[src/common/dma_params.svh]
/*
 widths for the dram dma engine, included by the package and by the rtl
 that sizes ports directly
*/
`ifndef DMA_PARAMS_SVH
`define DMA_PARAMS_SVH

// dram word address
`define DMA_ADDR_W 21

// dram word
`define DMA_DATA_W 16

// burst length and burst count
`define DMA_LEN_W 8

// cpu register strobes, launch strobe sits on top of these
`define DMA_PORT_W 8

`endif

[src/common/dma_pkg.sv]
/*
 types shared by the dma blocks: vector widths, mode and phase encodings,
 the control byte and the bundles passed between blocks
*/
`include "dma_params.svh"

package dma_pkg;

  typedef logic [`DMA_ADDR_W-1:0] dram_addr_t;
  typedef logic [`DMA_DATA_W-1:0] word_t;
  typedef logic [`DMA_LEN_W-1:0]  cnt_t;

  typedef enum logic [1:0] {
    copy      = 2'd0,
    blit_mask = 2'd1,
    blit_add  = 2'd2,
    fill      = 2'd3
  } dma_mode_e;

  // one dram access per phase
  typedef enum logic [1:0] {
    rd_src = 2'd0,
    rd_dst = 2'd1,
    wr_dst = 2'd2
  } dma_phase_e;

  // control byte as written by the cpu
  typedef struct packed {
    logic      spare_h;
    logic      opt;      // saturate in add blit
    logic      salgn;
    logic      dalgn;
    logic      asz;      // byte units, 512-word lines
    logic      spare_l;
    dma_mode_e mode;
  } dma_ctrl_t;

  typedef struct packed {
    dma_ctrl_t  ctrl;
    dram_addr_t s_start;
    dram_addr_t d_start;
    cnt_t       b_len;    // words per burst minus one
    cnt_t       b_num;    // bursts minus one
  } dma_cfg_t;

  typedef struct packed {
    logic src_step;
    logic dst_step;
    logic burst_end;      // current word is the last one of its burst
  } dma_step_t;

endpackage

[src/dma/dma_regs.sv]
/*
 cpu side register stage: one-hot byte strobes load addresses, length
 and count; the control strobe stores the control byte and starts a transfer
*/
`include "dma_params.svh"

module dma_regs (
  input  logic                 clk,
  input  logic                 rst_n,
  input  logic [7:0]           zdata,
  input  logic [`DMA_PORT_W:0] dmaport_wr,
  output dma_pkg::dma_cfg_t    cfg,
  output logic                 launch
);

  // strobe positions in dmaport_wr
  localparam int SADDRL = 0;
  localparam int SADDRH = 1;
  localparam int SADDRX = 2;
  localparam int DADDRL = 3;
  localparam int DADDRH = 4;
  localparam int DADDRX = 5;
  localparam int LEN    = 6;
  localparam int NUM    = 7;
  localparam int LAUNCH = 8;

  // top slice of the address above bit 15
  localparam int XW = `DMA_ADDR_W - 16;

  // configuration bytes
  always_ff @(posedge clk)
  begin
    if (dmaport_wr[SADDRL])
      cfg.s_start[7:0] <= zdata;
    if (dmaport_wr[SADDRH])
      cfg.s_start[15:8] <= zdata;
    if (dmaport_wr[SADDRX])
      cfg.s_start[`DMA_ADDR_W-1:16] <= zdata[XW-1:0];

    if (dmaport_wr[DADDRL])
      cfg.d_start[7:0] <= zdata;
    if (dmaport_wr[DADDRH])
      cfg.d_start[15:8] <= zdata;
    if (dmaport_wr[DADDRX])
      cfg.d_start[`DMA_ADDR_W-1:16] <= zdata[XW-1:0];

    if (dmaport_wr[LEN])
      cfg.b_len <= zdata;
    if (dmaport_wr[NUM])
      cfg.b_num <= zdata;

    if (dmaport_wr[LAUNCH])
      cfg.ctrl <= dma_pkg::dma_ctrl_t'(zdata);   // control write starts the dma
  end

  // single cycle start pulse alongside the new ctrl
  always_ff @(posedge clk)
  begin
    if (!rst_n)
      launch <= 1'b0;
    else
      launch <= dmaport_wr[LAUNCH];
  end

endmodule

[src/dma/dma_sequencer.sv]
/*
 access sequencer: walks the rd_src / rd_dst / wr_dst phases per mode,
 counts words and bursts, drives the dram request and the end interrupt
*/
`include "dma_params.svh"

module dma_sequencer (
  input  logic                    clk,
  input  logic                    rst_n,
  input  dma_pkg::dma_cfg_t       cfg,
  input  logic                    launch,
  input  logic                    dram_next,
  output dma_pkg::dma_phase_e     phase,
  output dma_pkg::dma_step_t      step,
  output logic                    dram_req,
  output logic                    dram_rnw,
  output logic                    dma_act,
  output logic                    int_start
);

  logic [`DMA_LEN_W:0] n_ctr;      // burst counter, msb set when done
  dma_pkg::cnt_t       b_ctr;      // words left in burst minus one
  logic                act_q;
  logic                is_blit;
  logic                burst_last;
  logic                acc_done;
  logic                word_done;

  assign dma_act    = !n_ctr[`DMA_LEN_W];
  assign is_blit    = (cfg.ctrl.mode == dma_pkg::blit_mask) ||
                      (cfg.ctrl.mode == dma_pkg::blit_add);
  assign burst_last = (b_ctr == '0);
  assign acc_done   = dma_act && dram_next;   // current access accepted
  assign word_done  = acc_done && (phase == dma_pkg::wr_dst);

  // one access always pending while active
  assign dram_req = dma_act;
  assign dram_rnw = (phase != dma_pkg::wr_dst);

  assign step.src_step  = acc_done && (phase == dma_pkg::rd_src);
  assign step.dst_step  = word_done;
  assign step.burst_end = burst_last;

  always_ff @(posedge clk)
  begin
    if (!rst_n)
      phase <= dma_pkg::rd_src;
    else if (launch)
      phase <= dma_pkg::rd_src;
    else if (acc_done)
    begin
      case (phase)
        dma_pkg::rd_src:
          phase <= is_blit ? dma_pkg::rd_dst : dma_pkg::wr_dst;
        dma_pkg::rd_dst:
          phase <= dma_pkg::wr_dst;
        default:
          // fill keeps writing the one word it read
          phase <= (cfg.ctrl.mode == dma_pkg::fill) ? dma_pkg::wr_dst : dma_pkg::rd_src;
      endcase
    end
  end

  always_ff @(posedge clk)
  begin
    if (!rst_n)
    begin
      n_ctr <= {1'b1, {`DMA_LEN_W{1'b0}}};
      b_ctr <= '0;
    end
    else if (launch)
    begin
      n_ctr <= {1'b0, cfg.b_num};
      b_ctr <= cfg.b_len;
    end
    else if (word_done)
    begin
      b_ctr <= burst_last ? cfg.b_len : b_ctr - 1'b1;
      n_ctr <= n_ctr - {{`DMA_LEN_W{1'b0}}, burst_last};  // underflow ends transfer
    end
  end

  // interrupt on falling edge of activity
  always_ff @(posedge clk)
  begin
    if (!rst_n)
      act_q <= 1'b0;
    else
      act_q <= dma_act;
  end

  assign int_start = act_q && !dma_act;

endmodule

[src/dma/dma_addr_gen.sv]
/*
 source and destination address counters; linear or aligned stepping,
 aligned wraps back to the start low byte one line down at burst end
*/
`include "dma_params.svh"

module dma_addr_gen (
  input  logic                clk,
  input  dma_pkg::dma_cfg_t   cfg,
  input  logic                launch,
  input  dma_pkg::dma_step_t  step,
  output dma_pkg::dram_addr_t s_addr,
  output dma_pkg::dram_addr_t d_addr
);

  localparam dma_pkg::dram_addr_t LINE_256 = 256;
  localparam dma_pkg::dram_addr_t LINE_512 = 512;

  logic [7:0]          s_low;    // start low bytes for aligned wrap
  logic [7:0]          d_low;
  dma_pkg::dram_addr_t s_next;
  dma_pkg::dram_addr_t d_next;

  function automatic dma_pkg::dram_addr_t addr_next(
    input dma_pkg::dram_addr_t addr,
    input logic [7:0]          low,
    input logic                algn,
    input logic                asz,
    input logic                burst_end
  );
    dma_pkg::dram_addr_t line_base;
    line_base = {addr[`DMA_ADDR_W-1:8], 8'h00} + (asz ? LINE_512 : LINE_256);
    if (algn && burst_end)
      return {line_base[`DMA_ADDR_W-1:8], low};   // next line, same column
    else
      return addr + 1'b1;
  endfunction

  assign s_next = addr_next(s_addr, s_low, cfg.ctrl.salgn, cfg.ctrl.asz, step.burst_end);
  assign d_next = addr_next(d_addr, d_low, cfg.ctrl.dalgn, cfg.ctrl.asz, step.burst_end);

  always_ff @(posedge clk)
  begin
    if (launch)
    begin
      s_addr <= cfg.s_start;
      d_addr <= cfg.d_start;
      s_low  <= cfg.s_start[7:0];
      d_low  <= cfg.d_start[7:0];
    end
    else
    begin
      if (step.src_step)
        s_addr <= s_next;
      if (step.dst_step)
        d_addr <= d_next;
    end
  end

endmodule

[src/dma/dma_datapath.sv]
/*
 data register between read and write; in blit modes the destination
 read merges into it by transparency mask or per-unit add
*/
`include "dma_params.svh"

module dma_datapath (
  input  logic                clk,
  input  dma_pkg::dma_cfg_t   cfg,
  input  dma_pkg::dma_phase_e phase,
  input  logic                dram_next,
  input  dma_pkg::word_t      dram_rddata,
  output dma_pkg::word_t      dram_wrdata
);

  dma_pkg::word_t data_q;
  dma_pkg::word_t blit_res;

  function automatic dma_pkg::word_t blit_combine(
    input dma_pkg::word_t src,
    input dma_pkg::word_t dst,
    input logic           byte_unit,
    input logic           add_mode,
    input logic           sat
  );
    dma_pkg::word_t res_n;
    dma_pkg::word_t res_b;
    logic [4:0]     sum_n;
    logic [8:0]     sum_b;
    for (int i = 0; i < `DMA_DATA_W / 4; i++)
    begin
      sum_n = {1'b0, src[i*4 +: 4]} + {1'b0, dst[i*4 +: 4]};
      if (!add_mode)
        res_n[i*4 +: 4] = (|src[i*4 +: 4]) ? src[i*4 +: 4] : dst[i*4 +: 4];
      else if (sat && sum_n[4])
        res_n[i*4 +: 4] = 4'hf;   // clip to all ones
      else
        res_n[i*4 +: 4] = sum_n[3:0];
    end
    for (int j = 0; j < `DMA_DATA_W / 8; j++)
    begin
      sum_b = {1'b0, src[j*8 +: 8]} + {1'b0, dst[j*8 +: 8]};
      if (!add_mode)
        res_b[j*8 +: 8] = (|src[j*8 +: 8]) ? src[j*8 +: 8] : dst[j*8 +: 8];
      else if (sat && sum_b[8])
        res_b[j*8 +: 8] = 8'hff;
      else
        res_b[j*8 +: 8] = sum_b[7:0];
    end
    return byte_unit ? res_b : res_n;
  endfunction

  assign blit_res = blit_combine(data_q, dram_rddata, cfg.ctrl.asz,
                                 cfg.ctrl.mode == dma_pkg::blit_add, cfg.ctrl.opt);

  always_ff @(posedge clk)
  begin
    if (dram_next && (phase == dma_pkg::rd_src))
      data_q <= dram_rddata;            // source word
    else if (dram_next && (phase == dma_pkg::rd_dst))
      data_q <= blit_res;               // merged with destination
  end

  assign dram_wrdata = data_q;

endmodule

[src/verilog/dma_top.sv]
/*
 dram to dram dma engine top: register stage, sequencer, address
 generator and data path; the dram address follows the current phase
*/
`include "dma_params.svh"

module dma_top (
  input  logic                 clk,
  input  logic                 rst_n,
  input  logic [7:0]           zdata,
  input  logic [`DMA_PORT_W:0] dmaport_wr,
  output dma_pkg::dram_addr_t  dram_addr,
  input  dma_pkg::word_t       dram_rddata,
  output dma_pkg::word_t       dram_wrdata,
  output logic                 dram_req,
  output logic                 dram_rnw,
  input  logic                 dram_next,
  output logic                 dma_act,
  output logic                 int_start
);

  dma_pkg::dma_cfg_t   cfg;
  dma_pkg::dma_step_t  step;
  dma_pkg::dma_phase_e phase;
  dma_pkg::dram_addr_t s_addr;
  dma_pkg::dram_addr_t d_addr;
  logic                launch;

  dma_regs u_regs (
    .clk        (clk),
    .rst_n      (rst_n),
    .zdata      (zdata),
    .dmaport_wr (dmaport_wr),
    .cfg        (cfg),
    .launch     (launch)
  );

  dma_sequencer u_seq (
    .clk       (clk),
    .rst_n     (rst_n),
    .cfg       (cfg),
    .launch    (launch),
    .dram_next (dram_next),
    .phase     (phase),
    .step      (step),
    .dram_req  (dram_req),
    .dram_rnw  (dram_rnw),
    .dma_act   (dma_act),
    .int_start (int_start)
  );

  dma_addr_gen u_addr (
    .clk    (clk),
    .cfg    (cfg),
    .launch (launch),
    .step   (step),
    .s_addr (s_addr),
    .d_addr (d_addr)
  );

  dma_datapath u_data (
    .clk         (clk),
    .cfg         (cfg),
    .phase       (phase),
    .dram_next   (dram_next),
    .dram_rddata (dram_rddata),
    .dram_wrdata (dram_wrdata)
  );

  // source only while reading it
  assign dram_addr = (phase == dma_pkg::rd_src) ? s_addr : d_addr;

endmodule

[config.mk]
export PLATFORM = sky130hd
export DESIGN_NAME = dma_top
export DESIGN_NICKNAME = d
export VERILOG_FILES = /design/src/common/dma_pkg.sv /design/src/dma/dma_regs.sv /design/src/dma/dma_sequencer.sv /design/src/dma/dma_addr_gen.sv /design/src/dma/dma_datapath.sv /design/src/verilog/dma_top.sv
export VERILOG_INCLUDE_DIRS = /design/src /design/src/common
export SDC_FILE = /design/constraint.sdc
export NUM_CORES = 1
export LEC_CHECK = 0
export BUFFER_PORTS_ARGS = -buffer_cell sky130_fd_sc_hd__buf_4
export CORE_MARGIN = 1.5
export CORE_UTILIZATION = 40
export DETAILED_ROUTE_END_ITERATION = 16
export PLACE_DENSITY = 0.53
export SYNTH_ARGS = -nofsm -noshare
export SYNTH_HDL_FRONTEND = slang
export SYNTH_SLANG_ARGS = --single-unit
export TNS_END_PERCENT = 10
[constraint.sdc]
create_clock -name clk -period 4.8 [get_ports clk]
set_clock_uncertainty 0.2 [all_clocks]
set_input_delay 0.24 -clock clk [delete_from_list [all_inputs] [get_ports clk]]
set_output_delay 0.24 -clock clk [all_outputs]
set_load 0.02 [all_outputs]
==> results.txt, run 1 <==
CTS tree = yes
Max stage delay cell, worst path = edfxtp_1
Tot GR Track Use = 19.9%
Port Buffers = 76
Pin count of the biggest net entering global routing = 49
Synth-to-Final Area Change = 20.7%
Reg-to-Reg End = u_addr.s_addr[20]$_DFFE_PP_
DIE HEIGHT = 148 um
Reg power frac = 46.0%
Share of cells above drive strength 1 = 17.3%
Placed inst area = 9280 um^2
Worst-path fanout max = 20
Worst-path clk slew = 60 ps
Antenna violations before repair = 0
Hold Path Class = input pin to flip-flop
CTS resizes = 0
Grt total ovfl = 0
Row count = 52
Area occupied by multi-input gates = 3670 um^2
Seq cells post-synth = 159
Max-cap violations = 0
Worst setup EP type = flip-flop
Routed len/inst = 18.4 um
Final #Nets = 928
Synth Instances = 755
Vias per Instance = 5.50
Slack of the critical path = 1400 ps
Antenna Nets Post-Route = 0
End of the worst hold path = u_data.dram_wrdata[14]$_DFFE_PP_
Switching Fraction = 28.2%
Synth Warn # = 0
Total core area = 20400 um^2
Post-synth top area cell = edfxtp_1
Vias = 6270
Crit share post-route = 70.8%
RSZ-0062 raised after global routing = no
Register area share after synthesis = 54.2%
TritonRoute pass-1 iters = 5
Number of enable flip-flop cells after synthesis = 138
# fillers = 1888
Max IR drop VDD = 0.000243 V
Placed cell count = 1079
Post-Route Setup TNS = 0 ps
Setup violators final = 0
Critical-path cell list = inv_1 > ha_1 > fa_1 > nand4_1 > o31a_1 > nor4_1 > or3_1
WL final = 21000 um
Internal Power = 0.00273 W
Worst slack at placement = 1410 ps
CP bufs+invs = 1
Cell count of the worst reg-to-reg path = 7
RD Place Congestion = 0.827
Run status = finished clean
Yosys cell types = 57
Cell area after synthesis = 8420 um^2
Post-synth ARST share = 0%
Crit start category = flip-flop
Pins Over Slew Limit = 0
Clock Latency Late Sink = 420 ps
Die Area = 21900 um^2
CP peak stage delay = 890 ps
CTS Hold Bufs = 30
Final instance count without filler cells = 1141
Reg area = 4570 um^2
Initial Util = 41.2%
Clock root cell = clkbuf_16
Synth top area cells = edfxtp_1 (49%), dfxtp_1 (5.0%), ha_1 (4.2%)
WP data required = 4760 ps
Post-DP HPWL = 14600 um
Synthesized Nets = 825
Chip width = 148 um
Design Area, Final = 10200 um^2
CTS max path bufs = 2
Worst Hold Depth = 3
Crit path DAT = 3360 ps
First-pass GRT wire length = 33400 um
P per Cell Area = 375 nW/um^2
Final Hold Viols = 0
Leakage = 3.81 nW
Clock Sinks = 159
Vias in the first global route = 6187
# IOs = 77
Antenna cells = 0
Share of the synthesized area in the top cell type = 49.2%
Achievable Freq = 294 MHz
Post-layout util = 49.7%
Reg2reg start = u_regs.cfg[61]$_DFFE_PP_
# DRC = 0
Slew @ Worst Pin = 1230 ps
Post-CTS Setup Inserts = 0
Clock share of power = 34.8%
Switching power = 0.00108 W
FF-to-FF setup slack = 1400 ps
Hold path start = dram_rddata[14]
Tmin final = 3400 ps
Combinational power share = 19.2%
CTS Buf Count = 17
Worst setup path category = flip-flop to flip-flop
Top cell family by delay on the critical path = flip-flops
Iter 0 DRT Violations = 448
Syn Area/Cell = 11.2 um^2
Primary FF master, synth = edfxtp_1
H-Tree Depth = 4
Max_slew headroom = 18.0%
==> cell type report <==
cell class	count	share of cell area [%]
clock buffers	22	5.08
clock inverters	10	0.689
inverters	20	0.739
multi-input cells	547	36.1
flip-flops and latches	159	44.9
well taps	270	3.32
repair buffers	113	9.09
==> worst reg2reg max path, delay by kind of cell (launching register included) <==
kind,cells,cell delay [ps]
AO/OA/AOI/OAI,1,380
flip-flops,1,890
buffers and inverters,1,390
adder cells (fa/ha/maj),2,710
AND/OR/NAND/NOR,3,570
==> cells in the final DEF (no fill, tap or decap), types with 20 or more instances in the layout <==
cell type	count
mux2_2	24
o21ai_0	56
a21oi_1	33
edfxtp_1	138
buf_4	83
nand3_1	46
dfxtp_1	20
dlygate4sd3_1	30
ha_1	28
nor2_1	48
nand2_1	60
==> layer usage <==
layer / GRT usage (%) / vias to the layer above / routed length [um]
met5: 0 / - / 0
met2: 31.6 / 161 / 9760
li1: - / 3056 / -
met3: 2.85 / 21 / 832
met1: 28.1 / 3032 / 10100
met4: 6.39 / 0 / 314
==> power groups by stage <==
stage	logic, W	clock network (W)	registers [W]
5_1_grt	0.000807	0.00142	0.00177
3_5_place_dp	0.000709	0	0.00178
6_report	0.000730	0.00133	0.00175
3_3_place_gp	0.000696	0	0.00178
2_1_floorplan	0.000482	0	0.00176
4_1_cts	0.000733	0.00136	0.00175
==> cell usage after synthesis, drive strengths merged, types with 12 or more instances <==
| cell | number |
|---|---|
| a31oi | 19 |
| inv | 19 |
| edfxtp | 138 |
| nor3 | 18 |
| o21ai | 56 |
| clkbuf | 23 |
| nand3 | 46 |
| ha | 28 |
| nand2b | 13 |
| nor2 | 49 |
| dfxtp | 21 |
| mux2 | 24 |
| mux2i | 17 |
| or3 | 15 |
| a21oi | 33 |
| nand2 | 60 |
| nand4 | 12 |
| xnor2 | 15 |
| xor2 | 19 |
==> logic make-up after synthesis <==
family	Yosys count	synth area share, %
AND/OR/NAND/NOR	263	15.9
AO/OA/AOI/OAI	175	13.1
flip-flops	159	54.2
buffers and inverters	49	2.35
multiplexers	41	5.23
XOR/XNOR	34	3.54
adder cells (fa/ha/maj)	34	5.59
==> worst max-delay path by stage <==
| stage | from | endpoint | cells past startpoint |
|---|---|---|---|
| after global routing | u_regs.cfg[61]$_DFFE_PP_ | u_addr.s_addr[20]$_DFFE_PP_ | 7 |
| after floorplan | u_seq.n_ctr[8]$_SDFFE_PN1P_ | u_addr.s_addr[0]$_DFFE_PP_ | 2 |
| after CTS | u_regs.cfg[61]$_DFFE_PP_ | u_addr.s_addr[20]$_DFFE_PP_ | 7 |
| final | u_regs.cfg[61]$_DFFE_PP_ | u_addr.s_addr[20]$_DFFE_PP_ | 7 |
| after global placement | u_regs.cfg[61]$_DFFE_PP_ | u_addr.s_addr[20]$_DFFE_PP_ | 7 |
| after detailed placement | u_regs.cfg[61]$_DFFE_PP_ | u_addr.s_addr[20]$_DFFE_PP_ | 7 |
==> state kept, by name, indices dropped and copies added (netlist names), 2 cells and up <==
register and flops:
u_regs.cfg 64, u_addr.d_addr 21, u_addr.d_low 8, u_seq.n_ctr 9, u_addr.s_low 8, u_seq.b_ctr 8, u_addr.s_addr 21, u_seq.phase 2
u_data.dram_wrdata 16
==> through the flow <==
step	hold slack [ps]	total power, W
final	36.6	0.00381
after global routing	38.4	0.00399
after CTS	25.8	0.00385
after detailed placement	235	0.00249
after global placement	229	0.00247
after floorplan	139	0.00224
No activity file was read; power rests on OpenSTA's default activity.
==> run 2, diff against run 1 <==
==> constraint.sdc (replaced) <==
create_clock -name clk -period 3.2 [get_ports clk]
set_clock_uncertainty 0.2 [all_clocks]
set_input_delay 0.16 -clock clk [delete_from_list [all_inputs] [get_ports clk]]
set_output_delay 0.16 -clock clk [all_outputs]
set_load 0.02 [all_outputs]
==> run 2 against run 1 <==
Effect of this change: count of clock-buffer cells in the layout shrank 4; wire length shrank 0.57%; first-iteration DRC count shrank 7.6%; final cell count grew 0.61%; global-route usage shrank 0.18 points; die area is the same; largest power group unchanged; cell area grew 0.33%.
==> results.txt, run 2 (synthesis results as in run 1) <==
CTS Buf Count = 17 (unchanged)
Gr busiest metal = met2 (unchanged)
Clock Sinks = 159 (unchanged)
Port Buffers = 76 (unchanged)
WL final = 20800 um (was 21000 um)
Max reg flops = 64 (unchanged)
CP peak stage delay = 520 ps (was 890 ps)
Worst setup EP type = flip-flop (unchanged)
Run status = finished clean (unchanged)
Worst-path fanout max = 10 (was 20)
Die Area = 21900 um^2 (unchanged)
# DRC = 0 (unchanged)
Placed inst area = 9310 um^2 (was 9280 um^2)
Vias in the first global route = 6088 (was 6187)
Max stage delay cell, worst path = mux2i_1 (was edfxtp_1)
Total Power = 0.00569 W (was 0.00381 W)
Max_slew headroom = 24.0% (was 18.0%)
CTS tree = yes (unchanged)
CP bufs+invs = 1 (unchanged)
Antenna Nets Post-Route = 0 (unchanged)
Leakage = 3.81 nW (about the same)
First-pass GRT wire length = 33100 um (was 33400 um)
Row count = 52 (unchanged)
Grt total ovfl = 0 (unchanged)
Setup violators final = 0 (unchanged)
TritonRoute pass-1 iters = 5 (unchanged)
Worst setup path category = flip-flop to flip-flop (unchanged)
Iter 0 DRT Violations = 414 (was 448)
Achievable Freq = 362 MHz (was 294 MHz)
Post-Route Setup TNS = 0 ps (unchanged)
Clock Latency Late Sink = 430 ps (was 420 ps)
CTS Hold Bufs = 32 (was 30)
Final Hold Viols = 0 (unchanged)
Hold slack = 48.1 ps (was 36.6 ps)
Reg area = 4570 um^2 (unchanged)
Pin count of the biggest net entering global routing = 54 (was 49)
Post-DP HPWL = 14500 um (was 14600 um)
GR Util met1 = 27.8% (was 28.1%)
RD Place Congestion = 0.872 (was 0.827)
Vias = 6299 (was 6270)
Pins Over Slew Limit = 0 (unchanged)
Met3 usage = 3.90% (was 2.85%)
Max IR drop VDD = 0.000439 V (was 0.000243 V)
Post-layout util = 49.9% (was 49.7%)
Worst-path clk slew = 60 ps (about the same)
Design Area, Final = 10200 um^2 (about the same)
Initial Util = 41.2% (unchanged)
Area occupied by multi-input gates = 3670 um^2 (unchanged)
# IOs = 77 (unchanged)
# fillers = 1868 (was 1888)
Largest Register = u_regs.cfg (unchanged)
P per Cell Area = 558 nW/um^2 (was 375 nW/um^2)
DIE HEIGHT = 148 um (unchanged)
Share of cells above drive strength 1 = 17.7% (was 17.3%)
Synth-to-Final Area Change = 21.1% (was 20.7%)
Crit path DAT = 2710 ps (was 3360 ps)
Vias per Instance = 5.49 (was 5.50)
Regs by FF count = u_regs.cfg x64, u_addr.d_addr x21, u_addr.s_addr x21 (unchanged)
Post-CTS Setup Inserts = 0 (unchanged)
Final #Nets = 935 (was 928)
Tmin final = 2760 ps (was 3400 ps)
Top cell family by delay on the critical path = simple AND/OR/NAND/NOR gates (was flip-flops)
CTS resizes = 0 (unchanged)
CTS max path bufs = 2 (unchanged)
Total core area = 20400 um^2 (unchanged)
Most frequent cells in the layout = edfxtp_1 (138), buf_4 (88), nand2_1 (60) (was edfxtp_1 (138), buf_4 (83), nand2_1 (60))
Antenna cells = 0 (unchanged)
Hold Path Class = input pin to flip-flop (unchanged)
Crit start category = flip-flop (unchanged)
Tot GR Track Use = 19.7% (was 19.9%)
Leading cell type in the layout, fill and taps excluded = edfxtp_1 (unchanged)
RSZ-0062 raised after global routing = no (unchanged)
Max-cap violations = 0 (unchanged)
Clock root cell = clkbuf_16 (unchanged)
Met2 usage = 31.6% (about the same)
WP data required = 3150 ps (was 4760 ps)
Slew @ Worst Pin = 1140 ps (was 1230 ps)
H-Tree Depth = 4 (unchanged)
Routed len/inst = 18.2 um (was 18.4 um)
Antenna violations before repair = 0 (unchanged)
Crit share post-route = 86.3% (was 70.8%)
Critical-path cell list = inv_1 > ha_1 > nor3b_2 > and3_1 > mux2i_1 > or3_1 > a31oi_1 (was inv_1 > ha_1 > fa_1 > nand4_1 > o31a_1 > nor4_1 > or3_1)
Chip width = 148 um (unchanged)
run 2: changes by cell type in the layout (fill, tap and decap cells not counted):
cell	change
inv_4	-4
bufinv_16	+1
clkbuf_8	-3
clkinv_2	-1
clkbuf_16	-2
inv_6	+5
clkbuf_1	+1
buf_4	+5
clkinvlp_4	+5
clkinv_4	-2
dlygate4sd3_1	+2
run 2: final timing paths:
kind / start / endpoint / slack, ps / cells past startpoint
hold reg to reg: u_regs.cfg[37]$_DFFE_PP_ / u_addr.s_low[0]$_DFFE_PP_ / 250 / 0
setup reg to reg: u_seq.b_ctr[0]$_SDFFE_PN0P_ / u_addr.s_addr[11]$_DFFE_PP_ / 440 / 7
hold / removal: dram_rddata[7] / u_data.dram_wrdata[7]$_DFFE_PP_ / 50 / 4
setup / recovery: u_seq.b_ctr[0]$_SDFFE_PN0P_ / u_addr.s_addr[11]$_DFFE_PP_ / 440 / 7
run 2: final cells by class:
type	instances	area share, %
Clock inverter	14	1.31
Tap cell	270	3.31
Inverter	20	0.736
Timing Repair Buffer	120	9.62
Clock buffer	18	4.21
Sequential cell	159	44.8
Multi-Input combinational cell	547	36.0
run 2: through the flow:
step | setup slack (ps) | instances
after floorplan | 409 | 755
after global placement | 573 | 1084
after detailed placement | 489 | 1084
after CTS | 465 | 1148
after global routing | 237 | 1148
final | 439 | 1148
run 2: power breakdown:
group / internal (W) / total, W / switching (W)
logic: 0.000488 / 0.00111 / 0.000623
registers: 0.00247 / 0.00262 / 0.000148
clock network: 0.00108 / 0.00196 / 0.000877
run 2: worst reg2reg max path: cells and delay by family, from the launching register on:
family                     cells  cell delay (ps)
and+or+nand+nor                3             1080
muxes                          1              520
DFF                            1              330
AOI/OAI and AO/OA              1               90
adders and majority gates      1              150
buffers and inverters          1              120
run 2: per-layer routing:
layer / part of all wire [%] / vias up
li1: - / 3077
met1: 48 / 3071
met2: 47 / 143
met3: 4.5 / 8
met4: 0.56 / 0
met5: 0 / -
